===== src/common/jsp_consts.svh =====
/* Sizes for the JTAG serial port
   Count fields are one nibble wide, so the FIFO depth must stay below 16
   The FIFO depth must be a power of two */
`ifndef JSP_CONSTS_SVH
`define JSP_CONSTS_SVH

// Width of one byte moved in either direction
`define JSP_WORD_W 8

// Width of every count field in the counts byte
`define JSP_NIB_W 4

// Entries in each FIFO
`define JSP_FIFO_DEPTH 8

`define JSP_BIT_MAX 7        // Bit count of the last bit of a byte

`define JSP_MULTI_DEFAULT 1  // Wait for a start bit on TDI by default

`endif


===== src/common/jsp_pkg.sv =====
/* Types for the JTAG serial port
   Field order of jsp_counts_t is the bit layout of the counts byte on TDO */
`include "jsp_consts.svh"

package jsp_pkg;

  typedef logic [`JSP_WORD_W-1:0] jsp_byte_t;  // One transferred byte
  typedef logic [`JSP_NIB_W-1:0]  jsp_count_t; // One nibble count

  // TAP strobes seen by this module
  typedef struct packed {
    logic select;   // Module selected in the chain
    logic capture;  // Capture-DR pulse
    logic shift;    // Shift-DR, one bit per cycle
    logic update;   // Update-DR pulse, ends the scan
  } jsp_tap_t;

  // Counts byte, bytes_avail in the high nibble
  typedef struct packed {
    jsp_count_t bytes_avail;  // Bytes waiting toward JTAG
    jsp_count_t space_free;   // Free entries toward the CPU
  } jsp_counts_t;

  // Input side, JTAG toward CPU
  typedef enum logic [1:0] {
    WR_IDLE,
    WR_WAIT,    // Waiting for the start bit
    WR_COUNTS,  // Receiving the user count byte
    WR_XFER     // Receiving data bytes
  } wr_state_e;

  // Output side, CPU toward JTAG
  typedef enum logic [1:0] {
    RD_IDLE,
    RD_COUNTS,  // Shifting out the counts byte
    RD_RDACK,   // First bit of a byte, pops the loaded byte
    RD_XFER     // Remaining bits of a data byte
  } rd_state_e;

endpackage


===== src/design/jsp_fifo.sv =====
/* Byte FIFO with occupancy count
   Push when full is dropped unless a pop happens in the same cycle
   Pop when empty is dropped, head data is only valid while count_o is nonzero */
`timescale 1ns/1ps
`include "jsp_consts.svh"

module jsp_fifo (
  input  logic                tck_i,
  input  logic                rst_i,
  input  logic                push_i,
  input  jsp_pkg::jsp_byte_t  data_i,
  input  logic                pop_i,
  output jsp_pkg::jsp_byte_t  data_o,
  output jsp_pkg::jsp_count_t count_o
);

  localparam int PTR_W = $clog2(`JSP_FIFO_DEPTH);
  localparam jsp_pkg::jsp_count_t DEPTH = `JSP_FIFO_DEPTH;

  jsp_pkg::jsp_byte_t  mem [`JSP_FIFO_DEPTH];  // Storage, no reset
  logic [PTR_W-1:0]    wr_ptr_q;               // Next free slot
  logic [PTR_W-1:0]    rd_ptr_q;               // Oldest entry
  jsp_pkg::jsp_count_t count_q;

  logic full;
  logic empty;
  logic do_push;
  logic do_pop;

  assign full    = (count_q == DEPTH);
  assign empty   = (count_q == '0);
  assign do_pop  = pop_i && !empty;
  assign do_push = push_i && (!full || do_pop);  // Full slot frees up on a pop

  // Storage write
  always_ff @(posedge tck_i) begin
    if (do_push) begin
      mem[wr_ptr_q] <= data_i;
    end
  end

  // Pointers wrap on their own, depth is a power of two
  always_ff @(posedge tck_i or posedge rst_i) begin
    if (rst_i) begin
      wr_ptr_q <= '0;
      rd_ptr_q <= '0;
      count_q  <= '0;
    end else begin
      if (do_push) wr_ptr_q <= wr_ptr_q + 1'b1;
      if (do_pop)  rd_ptr_q <= rd_ptr_q + 1'b1;
      if (do_push && !do_pop) begin
        count_q <= count_q + 1'b1;
      end else if (do_pop && !do_push) begin
        count_q <= count_q - 1'b1;
      end
      // Push with pop keeps the count
    end
  end

  assign data_o  = mem[rd_ptr_q];  // Head of queue
  assign count_o = count_q;

endmodule


===== src/design/jsp_wr_ctrl.sv =====
/* Input control machine, bytes from TDI toward the CPU FIFO
   Bytes arrive LSB first, the first byte carries the user count in its high nibble
   push_o is a single-cycle combinational strobe during the last bit of a byte */
`timescale 1ns/1ps
`include "jsp_consts.svh"

module jsp_wr_ctrl #(
  parameter int SUPPORT_MULTI = `JSP_MULTI_DEFAULT  // Nonzero waits for a start bit
) (
  input  logic                tck_i,
  input  logic                rst_i,
  input  jsp_pkg::jsp_tap_t   tap_i,
  input  logic                tdi_i,
  input  jsp_pkg::jsp_count_t space_free_i,
  output logic                push_o,
  output jsp_pkg::jsp_byte_t  data_o
);

  localparam logic [`JSP_NIB_W-1:0] BIT_MAX = `JSP_BIT_MAX;

  jsp_pkg::wr_state_e    state_q, state_d;
  logic [`JSP_NIB_W-1:0] bit_cnt_q;    // Bits received of the current byte
  jsp_pkg::jsp_byte_t    shift_q;      // Shift-in register, no reset
  jsp_pkg::jsp_count_t   space_cnt_q;  // Free entries left in the rx FIFO
  jsp_pkg::jsp_count_t   user_cnt_q;   // Bytes the host still intends to send

  jsp_pkg::jsp_byte_t byte_in;  // Complete byte once the last bit is on TDI
  logic bit_max;
  logic bit_clr, bit_en;
  logic shift_en;
  logic space_ld, user_ld;

  assign byte_in = {tdi_i, shift_q[`JSP_WORD_W-1:1]};
  assign bit_max = (bit_cnt_q == BIT_MAX);

  ////////////////////////////////////////////////////////////////////////////
  // Datapath
  ////////////////////////////////////////////////////////////////////////////

  always_ff @(posedge tck_i or posedge rst_i) begin
    if (rst_i) begin
      bit_cnt_q <= '0;
    end else if (bit_clr) begin
      bit_cnt_q <= '0;
    end else if (bit_en) begin
      bit_cnt_q <= bit_cnt_q + 1'b1;
    end
  end

  always_ff @(posedge tck_i) begin
    if (shift_en) shift_q <= byte_in;  // LSB first, new bit enters at the top
  end

  always_ff @(posedge tck_i or posedge rst_i) begin
    if (rst_i) begin
      space_cnt_q <= '0;
      user_cnt_q  <= '0;
    end else begin
      if (space_ld) begin
        space_cnt_q <= space_free_i;  // Snapshot at capture
      end else if (push_o) begin
        space_cnt_q <= space_cnt_q - 1'b1;
      end
      if (user_ld) begin
        user_cnt_q <= byte_in[`JSP_WORD_W-1 -: `JSP_NIB_W];  // High nibble is K
      end else if (push_o) begin
        user_cnt_q <= user_cnt_q - 1'b1;
      end
    end
  end

  ////////////////////////////////////////////////////////////////////////////
  // FSM
  ////////////////////////////////////////////////////////////////////////////

  always_ff @(posedge tck_i or posedge rst_i) begin
    if (rst_i) state_q <= jsp_pkg::WR_IDLE;
    else       state_q <= state_d;
  end

  always_comb begin
    state_d = state_q;
    unique case (state_q)
      jsp_pkg::WR_IDLE: begin
        if (tap_i.select && tap_i.capture) begin
          state_d = (SUPPORT_MULTI != 0) ? jsp_pkg::WR_WAIT : jsp_pkg::WR_COUNTS;
        end
      end
      jsp_pkg::WR_WAIT: begin
        if (tap_i.update) state_d = jsp_pkg::WR_IDLE;
        else if (tap_i.select && tap_i.shift && tdi_i) state_d = jsp_pkg::WR_COUNTS;  // Start bit
      end
      jsp_pkg::WR_COUNTS: begin
        if (tap_i.update) state_d = jsp_pkg::WR_IDLE;
        else if (tap_i.shift && bit_max) state_d = jsp_pkg::WR_XFER;
      end
      jsp_pkg::WR_XFER: begin
        if (tap_i.update) state_d = jsp_pkg::WR_IDLE;  // Stays until the scan ends
      end
      default: state_d = jsp_pkg::WR_IDLE;
    endcase
  end

  // Control strobes, pauses leave everything idle
  always_comb begin
    bit_clr  = 1'b0;
    bit_en   = 1'b0;
    shift_en = 1'b0;
    space_ld = 1'b0;
    user_ld  = 1'b0;
    push_o   = 1'b0;
    unique case (state_q)
      jsp_pkg::WR_IDLE: begin
        if (state_d != jsp_pkg::WR_IDLE) begin
          bit_clr  = 1'b1;
          space_ld = 1'b1;
        end
      end
      jsp_pkg::WR_COUNTS: begin
        if (tap_i.shift) begin
          bit_en   = 1'b1;
          shift_en = 1'b1;
          bit_clr  = bit_max;
          user_ld  = bit_max;  // Count byte complete
        end
      end
      jsp_pkg::WR_XFER: begin
        if (tap_i.shift) begin
          bit_en   = 1'b1;
          shift_en = 1'b1;
          bit_clr  = bit_max;
          push_o   = bit_max && (space_cnt_q != '0) && (user_cnt_q != '0);
        end
      end
      default: ;  // WR_WAIT only watches TDI
    endcase
  end

  assign data_o = byte_in;

endmodule


===== src/design/jsp_rd_ctrl.sv =====
/* Output control machine, counts byte then queued bytes out on TDO
   A loaded byte is popped from the tx FIFO on the first bit after its load
   Bytes past the count captured at scan start are shifted as zeros */
`timescale 1ns/1ps
`include "jsp_consts.svh"

module jsp_rd_ctrl (
  input  logic                 tck_i,
  input  logic                 rst_i,
  input  jsp_pkg::jsp_tap_t    tap_i,
  input  jsp_pkg::jsp_counts_t counts_i,
  input  jsp_pkg::jsp_byte_t   head_i,
  output logic                 pop_o,
  output logic                 tdo_o
);

  localparam logic [`JSP_NIB_W-1:0] BIT_MAX = `JSP_BIT_MAX;

  jsp_pkg::rd_state_e    state_q, state_d;
  logic [`JSP_NIB_W-1:0] bit_cnt_q;   // Bits sent of the current byte
  jsp_pkg::jsp_count_t   word_cnt_q;  // Bytes still owed to the host
  jsp_pkg::jsp_byte_t    sr_q;        // Parallel-load output shift register

  logic bit_max;
  logic word_zero;
  logic bit_clr, bit_en;
  logic word_ld;
  logic sr_clr;         // Scan ended, drop leftover bits
  logic sr_ld_counts;   // Load counts byte at capture
  logic sr_ld_head;     // Load next FIFO byte
  logic sr_shift;

  assign bit_max   = (bit_cnt_q == BIT_MAX);
  assign word_zero = (word_cnt_q == '0);

  ////////////////////////////////////////////////////////////////////////////
  // Datapath
  ////////////////////////////////////////////////////////////////////////////

  always_ff @(posedge tck_i or posedge rst_i) begin
    if (rst_i) begin
      bit_cnt_q <= '0;
    end else if (bit_clr) begin
      bit_cnt_q <= '0;
    end else if (bit_en) begin
      bit_cnt_q <= bit_cnt_q + 1'b1;
    end
  end

  always_ff @(posedge tck_i or posedge rst_i) begin
    if (rst_i) begin
      word_cnt_q <= '0;
    end else if (word_ld) begin
      word_cnt_q <= counts_i.bytes_avail;  // Snapshot at capture
    end else if (pop_o) begin
      word_cnt_q <= word_cnt_q - 1'b1;     // One byte handed over
    end
  end

  // Reset keeps TDO low out of reset
  always_ff @(posedge tck_i or posedge rst_i) begin
    if (rst_i) begin
      sr_q <= '0;
    end else if (sr_clr) begin
      sr_q <= '0;
    end else if (sr_ld_counts) begin
      sr_q <= counts_i;
    end else if (sr_ld_head) begin
      sr_q <= head_i;
    end else if (sr_shift) begin
      sr_q <= {1'b0, sr_q[`JSP_WORD_W-1:1]};  // Zeros fill from the top
    end
  end

  assign tdo_o = sr_q[0];  // LSB first

  ////////////////////////////////////////////////////////////////////////////
  // FSM
  ////////////////////////////////////////////////////////////////////////////

  always_ff @(posedge tck_i or posedge rst_i) begin
    if (rst_i) state_q <= jsp_pkg::RD_IDLE;
    else       state_q <= state_d;
  end

  always_comb begin
    state_d = state_q;
    unique case (state_q)
      jsp_pkg::RD_IDLE: begin
        if (tap_i.select && tap_i.capture) state_d = jsp_pkg::RD_COUNTS;
      end
      jsp_pkg::RD_COUNTS,
      jsp_pkg::RD_XFER: begin
        if (tap_i.update) state_d = jsp_pkg::RD_IDLE;
        else if (tap_i.shift && bit_max) state_d = jsp_pkg::RD_RDACK;
      end
      jsp_pkg::RD_RDACK: begin
        if (tap_i.update) state_d = jsp_pkg::RD_IDLE;
        else if (tap_i.shift) state_d = jsp_pkg::RD_XFER;  // Only one bit long
      end
      default: state_d = jsp_pkg::RD_IDLE;
    endcase
  end

  // Control strobes
  always_comb begin
    bit_clr      = 1'b0;
    bit_en       = 1'b0;
    word_ld      = 1'b0;
    sr_clr       = 1'b0;
    sr_ld_counts = 1'b0;
    sr_ld_head   = 1'b0;
    sr_shift     = 1'b0;
    pop_o        = 1'b0;
    unique case (state_q)
      jsp_pkg::RD_IDLE: begin
        if (state_d != jsp_pkg::RD_IDLE) begin
          bit_clr      = 1'b1;
          word_ld      = 1'b1;
          sr_ld_counts = 1'b1;
        end
      end
      jsp_pkg::RD_COUNTS,
      jsp_pkg::RD_XFER: begin
        sr_clr = tap_i.update;
        if (tap_i.shift) begin
          bit_en = 1'b1;
          if (bit_max) begin
            bit_clr    = 1'b1;
            sr_ld_head = !word_zero;  // Latch now, pop in RD_RDACK
            sr_shift   = word_zero;
          end else begin
            sr_shift = 1'b1;
          end
        end
      end
      jsp_pkg::RD_RDACK: begin
        sr_clr = tap_i.update;
        if (tap_i.shift) begin
          bit_en   = 1'b1;
          sr_shift = 1'b1;
          pop_o    = !word_zero;
        end
      end
      default: ;
    endcase
  end

endmodule


===== src/design/jsp_top.sv =====
/* JTAG serial port top, debug host on the TAP side and a byte port on the CPU side
   Both sides run on tck_i, there is no back-pressure toward the CPU
   CPU writes to a full tx FIFO and reads of an empty rx FIFO are dropped */
`timescale 1ns/1ps
`include "jsp_consts.svh"

module jsp_top #(
  parameter int SUPPORT_MULTI = `JSP_MULTI_DEFAULT  // Start-bit wait for multi-device chains
) (
  input  logic               tck_i,
  input  logic               rst_i,
  input  jsp_pkg::jsp_tap_t  tap_i,
  input  logic               tdi_i,
  output logic               tdo_o,
  input  logic               cpu_wr_i,        // Push one byte toward JTAG
  input  jsp_pkg::jsp_byte_t cpu_wdata_i,
  input  logic               cpu_rd_i,        // Pop one byte received from JTAG
  output jsp_pkg::jsp_byte_t cpu_rdata_o,     // Head of the rx FIFO
  output logic               cpu_rx_valid_o   // rx FIFO not empty
);

  localparam jsp_pkg::jsp_count_t DEPTH = `JSP_FIFO_DEPTH;

  logic                 rx_push;   // From the input machine
  jsp_pkg::jsp_byte_t   rx_data;
  jsp_pkg::jsp_count_t  rx_count;
  logic                 tx_pop;    // From the output machine
  jsp_pkg::jsp_byte_t   tx_head;
  jsp_pkg::jsp_count_t  tx_count;
  jsp_pkg::jsp_counts_t counts;    // Counts byte for the next capture

  assign counts.bytes_avail = tx_count;
  assign counts.space_free  = DEPTH - rx_count;
  assign cpu_rx_valid_o     = (rx_count != '0);

  ////////////////////////////////////////////////////////////////////////////
  // JTAG toward CPU
  ////////////////////////////////////////////////////////////////////////////

  jsp_wr_ctrl #(
    .SUPPORT_MULTI(SUPPORT_MULTI)
  ) wr_ctrl (
    .tck_i       (tck_i),
    .rst_i       (rst_i),
    .tap_i       (tap_i),
    .tdi_i       (tdi_i),
    .space_free_i(counts.space_free),
    .push_o      (rx_push),
    .data_o      (rx_data)
  );

  jsp_fifo rx_fifo (
    .tck_i  (tck_i),
    .rst_i  (rst_i),
    .push_i (rx_push),
    .data_i (rx_data),
    .pop_i  (cpu_rd_i),
    .data_o (cpu_rdata_o),
    .count_o(rx_count)
  );

  ////////////////////////////////////////////////////////////////////////////
  // CPU toward JTAG
  ////////////////////////////////////////////////////////////////////////////

  jsp_fifo tx_fifo (
    .tck_i  (tck_i),
    .rst_i  (rst_i),
    .push_i (cpu_wr_i),
    .data_i (cpu_wdata_i),
    .pop_i  (tx_pop),
    .data_o (tx_head),
    .count_o(tx_count)
  );

  jsp_rd_ctrl rd_ctrl (
    .tck_i   (tck_i),
    .rst_i   (rst_i),
    .tap_i   (tap_i),
    .counts_i(counts),
    .head_i  (tx_head),
    .pop_o   (tx_pop),
    .tdo_o   (tdo_o)
  );

endmodule


===== config.mk =====
export PLATFORM = sky130hd
export DESIGN_NAME = jsp_top
export DESIGN_NICKNAME = d
export VERILOG_FILES = /design/src/common/jsp_pkg.sv /design/src/design/jsp_fifo.sv /design/src/design/jsp_wr_ctrl.sv /design/src/design/jsp_rd_ctrl.sv /design/src/design/jsp_top.sv
export VERILOG_INCLUDE_DIRS = /design/src /design/src/common
export SDC_FILE = /design/constraint.sdc
export NUM_CORES = 1
export LEC_CHECK = 0
export BUFFER_PORTS_ARGS = -buffer_cell sky130_fd_sc_hd__buf_2
export CORE_UTILIZATION = 58
export CTS_BUF_LIST = sky130_fd_sc_hd__clkbuf_2 sky130_fd_sc_hd__clkbuf_4 sky130_fd_sc_hd__clkbuf_8
export DETAILED_ROUTE_END_ITERATION = 10
export PLACE_DENSITY = 0.75
export SYNTH_ARGS = -nofsm -noshare
export SYNTH_HDL_FRONTEND = slang
export SYNTH_HIERARCHICAL = 1
export SYNTH_SLANG_ARGS = --single-unit

===== constraint.sdc =====
create_clock -name tck_i -period 3.4 [get_ports tck_i]
set_clock_uncertainty 0.2 [all_clocks]
set_input_delay 0.68 -clock tck_i [delete_from_list [all_inputs] [get_ports tck_i]]
set_output_delay 0.68 -clock tck_i [all_outputs]
set_load 0.01 [all_outputs]

Yosys cells after proc, flatten, opt, wreduce, memory -nomap -nowiden

Memory sizes are Yosys's and may differ from the RTL's.
Cells that the tools add are included.

Memories: 2
Memory bits (writable): 128
Bits of input ports: 17
Bits in registers: 60

Memory list:

| name        | words | width | read ports | clocked after Yosys merged registers in | write ports | RTL line       | RTL |
|---|---|---|---|---|---|---|---|
| rx_fifo.mem | 8     | 8     | 1          | 0                                       | 1           | jsp_fifo.sv:20 | `` jsp_pkg::jsp_byte_t mem [`JSP_FIFO_DEPTH]; `` |
| tx_fifo.mem | 8     | 8     | 1          | 0                                       | 1           | jsp_fifo.sv:20 |  |

Add/sub/neg operators: 14
Multiplexer cells: 59
Reductions and logical operators: 47
Eq/ne operators: 10

Operators with widths:

| operator            | number |
|---|---|
| $mux 4              | 14 |
| $mux 8              | 4 |
| $mux 1              | 25 |
| $mux 2              | 11 |
| $sub 4x1->4 const B | 5 |
| $reduce_bool 2->1   | 9 |
| $add 4x1->4 const B | 4 |
| $reduce_bool 4->1   | 4 |
| $logic_and 1x1->1   | 15 |
| $add 3x1->3 const B | 4 |
| $logic_not 4->1     | 3 |
| $logic_not 1->1     | 9 |
| $eq 2x2->1 const B  | 4 |
| $eq 4x3->1 const B  | 2 |
| $eq 4x4->1 const B  | 2 |
| $pmux 2 s4          | 1 |
| $pmux 1 s2          | 3 |
| $pmux 2 s3          | 1 |
| $eq 2x1->1 const B  | 2 |
| $logic_not 2->1     | 2 |
| $reduce_or 2->1     | 2 |
| $sub 4x4->4 const A | 1 |
| $reduce_or 3->1     | 1 |
| $logic_or 1x1->1    | 2 |

Logic depth before layout (Yosys ltp)

Depth after elaboration: 11
Mapped depth: 15
Depth with buffers taken out: 13

Modules after synthesis

The synthesis kept the hierarchy.

By module, submodules not included:

| module      | area each (um^2) | cells an instance | times used | seq. area each (um^2) |
|---|---|---|---|---|
| jsp_fifo    | 3125.5           | 156               | 2          | 2172.1 |
| jsp_wr_ctrl | 1107.3           | 104               | 1          | 560.5 |
| jsp_rd_ctrl | 1012.2           | 104               | 1          | 450.4 |
| jsp_top     | 56.3             | 7                 | 1          | 0.0 |

Worst setup path after synthesis

Ideal clock, no wire load.

Path type: reg-to-reg
Start point: register rd_ctrl.word_cnt_q[0]
End point: register tx_fifo.count_q[3], in the netlist tx_fifo/count_o[3]
Stages on the path, launching flop included: 14
Library setup time: 0.131 ns
Path slack: 0.102 ns
Buffers on the path: 0
Data arrival time: 2.967 ns
Data required time: 3.069 ns
Cells stage by stage: dfrtp_1 inv_1 ha_1 nor3b_1 nor2b_1 nand2b_1 o21ai_4 inv_1 ha_1 inv_1 ha_1 or4_1 nand3_1 o211ai_1

Word-level cells in the longest chain between the ends: 10

Ends and longest elaborated chain:

| item                        | RTL line           | RTL |
|---|---|---|
| start: declaration          | jsp_rd_ctrl.sv:21  | `jsp_pkg::jsp_count_t word_cnt_q;` |
| start signal: assignment    | jsp_rd_ctrl.sv:54  | `word_cnt_q <= counts_i.bytes_avail;` |
| start signal: assignment    | jsp_rd_ctrl.sv:56  | `word_cnt_q <= word_cnt_q - 1'b1;` |
| $logic_not 4->1 *           | jsp_rd_ctrl.sv:34  | `assign word_zero = (word_cnt_q == '0);` |
| $logic_not 1->1 *           | jsp_rd_ctrl.sv:142 | `pop_o = !word_zero;` |
| $mux 1 *                    | jsp_rd_ctrl.sv:139 | `if (tap_i.shift) begin` |
| $mux 1 *                    | jsp_rd_ctrl.sv:115 | `unique case (state_q)` |
| named net tx_pop            | jsp_top.sv:27      | `logic tx_pop;` |
| $logic_and 1x1->1 *         | jsp_fifo.sv:32     | `assign do_pop = pop_i && !empty;` |
| $logic_or 1x1->1 *          | jsp_fifo.sv:33     | `assign do_push = push_i && (!full \|\| do_pop);` |
| $logic_and 1x1->1 *         | jsp_fifo.sv:33     |  |
| named net tx_fifo.do_push   | jsp_fifo.sv:27     | `logic do_push;` |
| $logic_not 1->1             | jsp_fifo.sv:53     | `end else if (do_pop && !do_push) begin` |
| $logic_and 1x1->1           | jsp_fifo.sv:53     |  |
| $reduce_bool 2->1 (no line) | n/a                |  |
| end signal: assignment      | jsp_fifo.sv:52     | `count_q <= count_q + 1'b1;` |
| end signal: assignment      | jsp_fifo.sv:54     | `count_q <= count_q - 1'b1;` |
| end: declaration            | jsp_fifo.sv:23     | `jsp_pkg::jsp_count_t count_q;` |

Mark *: on every way through the listed nets, which the timed path passes. The rest lies on a longest branch.
A chain may end at the register's enable or synchronous reset.

Worst setup path after layout

Start point: register wr_ctrl.user_cnt_q[0]
End point: register rx_fifo.count_q[3], in the netlist rx_fifo/count_o[3]

Word-level cells in the longest chain between the ends: 8

Ends and longest elaborated chain:

| item                        | RTL line           | RTL |
|---|---|---|
| start: declaration          | jsp_wr_ctrl.sv:25  | `jsp_pkg::jsp_count_t user_cnt_q;` |
| start signal: assignment    | jsp_wr_ctrl.sv:65  | `` user_cnt_q <= byte_in[`JSP_WORD_W-1 -: `JSP_NIB_W]; `` |
| start signal: assignment    | jsp_wr_ctrl.sv:67  | `user_cnt_q <= user_cnt_q - 1'b1;` |
| $reduce_bool 4->1 *         | jsp_wr_ctrl.sv:132 | `push_o = bit_max && (space_cnt_q != '0) && (user_cnt_q != '0);` |
| $logic_and 1x1->1 *         | jsp_wr_ctrl.sv:132 |  |
| $mux 1 *                    | jsp_wr_ctrl.sv:128 | `if (tap_i.shift) begin` |
| $mux 1 *                    | jsp_wr_ctrl.sv:112 | `unique case (state_q)` |
| named net rx_push           | jsp_top.sv:24      | `logic rx_push;` |
| $logic_and 1x1->1 *         | jsp_fifo.sv:33     |  |
| named net rx_fifo.do_push   | jsp_fifo.sv:27     |  |
| $logic_not 1->1             | jsp_fifo.sv:53     |  |
| $logic_and 1x1->1           | jsp_fifo.sv:53     |  |
| $reduce_bool 2->1 (no line) | n/a                |  |
| end signal: assignment      | jsp_fifo.sv:52     |  |
| end signal: assignment      | jsp_fifo.sv:54     |  |
| end: declaration            | jsp_fifo.sv:23     |  |

Marks and branches as above.

==> results by group <==
Drt
  • DR iter-0 viols: 341
  • DR WL/cell: 20.3 um
  • Antenna-violating nets left: 0
  • # DRC: 0
  • Via density: around 6.1
  • DR vias: between 4000 and 5000
  • Post-Route WL: roughly 15000 um
  • First-pass DRT Iterations: 5

Die
  • Die area: 0.0150 mm2
  • Chip Height: 123 um
  • Initial Util: 60.0%
  • Rows: 43
  • Core Footprint: between 0.01 and 0.015 mm2
  • Boundary pin count: 27
  • Die width: 123 um

Synthesis
  • Ys flop type: edfxtp_1
  • Yosys warning total: 6
  • Syn Std Cell Area: roughly 0.0084 mm2
  • Synthesized area per cell: ~16 um2
  • FFs w/ async S/R, synth: ~28%
  • Post-Synthesis Cells: 527
  • Syn nets: roughly 560
  • Post-synth EDFFs: between 100 and 150
  • Sequential fraction of the synthesis area: a little under two thirds
  • Seq cells post-synth: about 190
  • Post-synth cell types: a little under 70

Setup path
  • Startpoint types: register
  • CP endpoint kind: register
  • Critical Path AT: around 3.4 ns
  • Critical path data required time: between 3 and 4 ns
  • Max FO, Critical Path: 10
  • Crit Path Class: reg -> reg
  • FF-to-FF path depth: 13

Timing
  • Setup ws final: just over 0.1 ns
  • Final setup viols: 0
  • Unrepaired setup endpoints after global routing: no
  • Final Hold Viols: 0
  • Worst Tran Pin Value: slightly below 0.9 ns
  • Min Tclk post-route: 3.30 ns
  • Setup TNS: 0 ns
  • Slew margin rel.: 41.1%
  • Maximum clock frequency: just over 0.3 GHz
  • Crit share post-route: a little over nine tenths
  • Max-slew violation count: 0

Place
  • Pre-CTS WS: 0.0256 ns
  • Dpl cell area: just under 0.009 mm2
  • Post-detail-place hpwl: between 9000 and 10000 um
  • Port Buffer Count: 26
  • Routability congestion estimate: just under 0.9
  • Placed cells: 730

Layout
  • Finished Layout Cells: about 760
  • Area Overhead vs Synth: 9.50%
  • Share of post-route cells with drive strength above 1: about a fifth
  • Number of diodes: 0
  • Design Area, Final: between 0.009 and 0.01 mm2
  • Final core occ: about two thirds
  • Nets: 604

Power
  • Power density over the cells: around 550 mW/mm2
  • Leakage: between 0.003 and 0.004 uW
  • Peak supply drop: ~0.55 mV

Clock network
  • Cts repair resizes: 0
  • CTS sink cnt: 187
  • TritonCTS buffer count: 17
  • Htree depth: 4
  • Maximum root-to-sink buffer count: 2
  • TritonCTS clock tree: built
  • Worst skew pair latency: ~0.46 ns
  • Post-CTS setup buffers: 0
  • Clock-pin slew on the worst setup and hold paths: roughly 0.1 ns
  • CTS root buffer: clkbuf_8
  • Post-CTS Hold Fix Bufs: 0

Global routing
  • Grt total ovfl: 0
  • Largest net degree at the start of global routing: 19
  • Overall routing resource usage: between 20% and 30%
  • Number of global-route vias before repair: 4625
  • First-pass GRT wire length: ~24000 um
  • Initial antenna violation count: 0

Status
  • Outcome: finished, final reports clean

Flow run
  • # Max-Cap Violations: 0

Worst hold path
  • Worst hold path type: in -> async
## cells by family (layout without fill, tap and decap cells)
| logic type | after synthesis | in the layout | synth area share (%) |
|---|---|---|---|
| multiplexers | 65 | 65 | 14.2 |
| AO/OA/AOI/OAI | 76 | 76 | 6.62 |
| adder cells (fa/ha/maj) | 18 | 18 | 2.85 |
| buffers and inverters | 45 | 100 | 2.82 |
| flip-flops | 187 | 187 | 63.5 |
| AND/OR/NAND/NOR | 115 | 115 | 7.74 |
| XOR/XNOR | 21 | 21 | 2.18 |
## Yosys cell counts, types with 5 or more instances
cell type | number | area [um2]
nor2_1 | 22 | 82.6
o21ai_0 | 6 | 30.0
o211ai_1 | 8 | 60.1
dfrtp_1 | 52 | 1300
nand2b_1 | 7 | 43.8
nand3b_1 | 5 | 37.5
a21oi_1 | 17 | 85.1
o31ai_1 | 5 | 37.5
clkbuf_1 | 11 | 41.3
nand2_1 | 17 | 63.8
mux2i_1 | 10 | 100
mux4_1 | 32 | 841
nand3_1 | 14 | 70.1
xnor2_1 | 17 | 149
inv_1 | 18 | 67.6
edfxtp_1 | 135 | 4050
mux2_2 | 21 | 236
nor3_1 | 16 | 80.1
ha_1 | 16 | 200
a22oi_1 | 8 | 60.1
buf_2 | 8 | 40.0
## worst paths after layout
path                                        from                   to  slack (ns)
max                        wr_ctrl/user_cnt_q[0]   rx_fifo/count_o[3]        0.10
min                                        rst_i  rx_fifo/wr_ptr_q[2]        0.06
max reg2reg                wr_ctrl/user_cnt_q[0]   rx_fifo/count_o[3]        0.10
min reg2reg                      rd_ctrl/sr_q[7]      rd_ctrl/sr_q[7]        0.30
max in group asynchronous                  rst_i      rd_ctrl/sr_q[2]        2.35
min in group tck_i                      tap_i[0]   wr_ctrl/state_q[1]        0.25
## per-stage QoR
stage	hold slack, ns	total power (uW)
4_1_cts	0.0405	5080
3_5_place_dp	0.280	3560
5_1_grt	0.0627	5280
2_1_floorplan	0.249	3340
3_3_place_gp	0.264	3510
6_report	0.0584	5050
## state kept, by name, indices dropped and copies added (netlist names), 4 cells and up
signal               flops
rx_fifo/mem             64
rx_fifo/count_o          4
tx_fifo/count_o          4
tx_fifo/mem             64
rd_ctrl/word_cnt_q       4
rd_ctrl/bit_cnt_q        4
wr_ctrl/shift_q          7
wr_ctrl/user_cnt_q       4
wr_ctrl/space_cnt_q      4
wr_ctrl/bit_cnt_q        4
rd_ctrl/sr_q             8
## final cells by class
cell class,instances,area (um2)
clock buffer,19,249
clock inverter,13,164
fill,962,4810
inverter,18,67.6
multi-input combinational,295,2860
sequential,187,5360
tap,180,225
timing repair buffer,50,310
## per-layer routing
metal	vias to the layer above	part of all wire (%)	track usage, %	wire length, um
li1	2172	-	-	-
met3	15	4.4	4.74	678
met4	0	0.74	6.40	115
met5	-	0	0	0
met1	2386	43	28.7	6640
met2	110	52	38.2	8000
## critical path, cell delays in order, from the launching register on
cell and delay [ns]:
dfrtp_1 0.41, inv_1 0.13, ha_1 0.21, or3b_4 0.42
and2_4 0.21, and3_4 0.20, o21ai_4 0.10, inv_1 0.07
ha_1 0.22, inv_2 0.11, ha_4 0.23, or4_1 0.49
nand3_1 0.09, o211ai_1 0.08
## power breakdown
part           switching, uW  internal (uW)  leakage (uW)
Clock                    780            748      0.000200
Sequential               159           2660       0.00190
Combinational            396            313       0.00121
## layout by cell type (no fill, tap or decap), types with 4 or more instances in the layout
cell	instances
a22oi_1	8
nand2_1	17
a21oi_1	17
nand3b_1	5
or3_1	4
inv_6	4
xor2_1	4
buf_2	26
nor3_1	16
xnor2_1	17
ha_1	15
o31ai_1	5
mux4_1	32
buf_4	24
dfrtp_1	52
inv_1	17
o211ai_1	8
edfxtp_1	135
nor2_1	22
mux2_2	21
o21ai_0	6
mux2i_1	10
nand3_1	14
clkbuf_8	17
nand2b_1	7
nand4_1	4
Power figures use the tool's default switching activity.
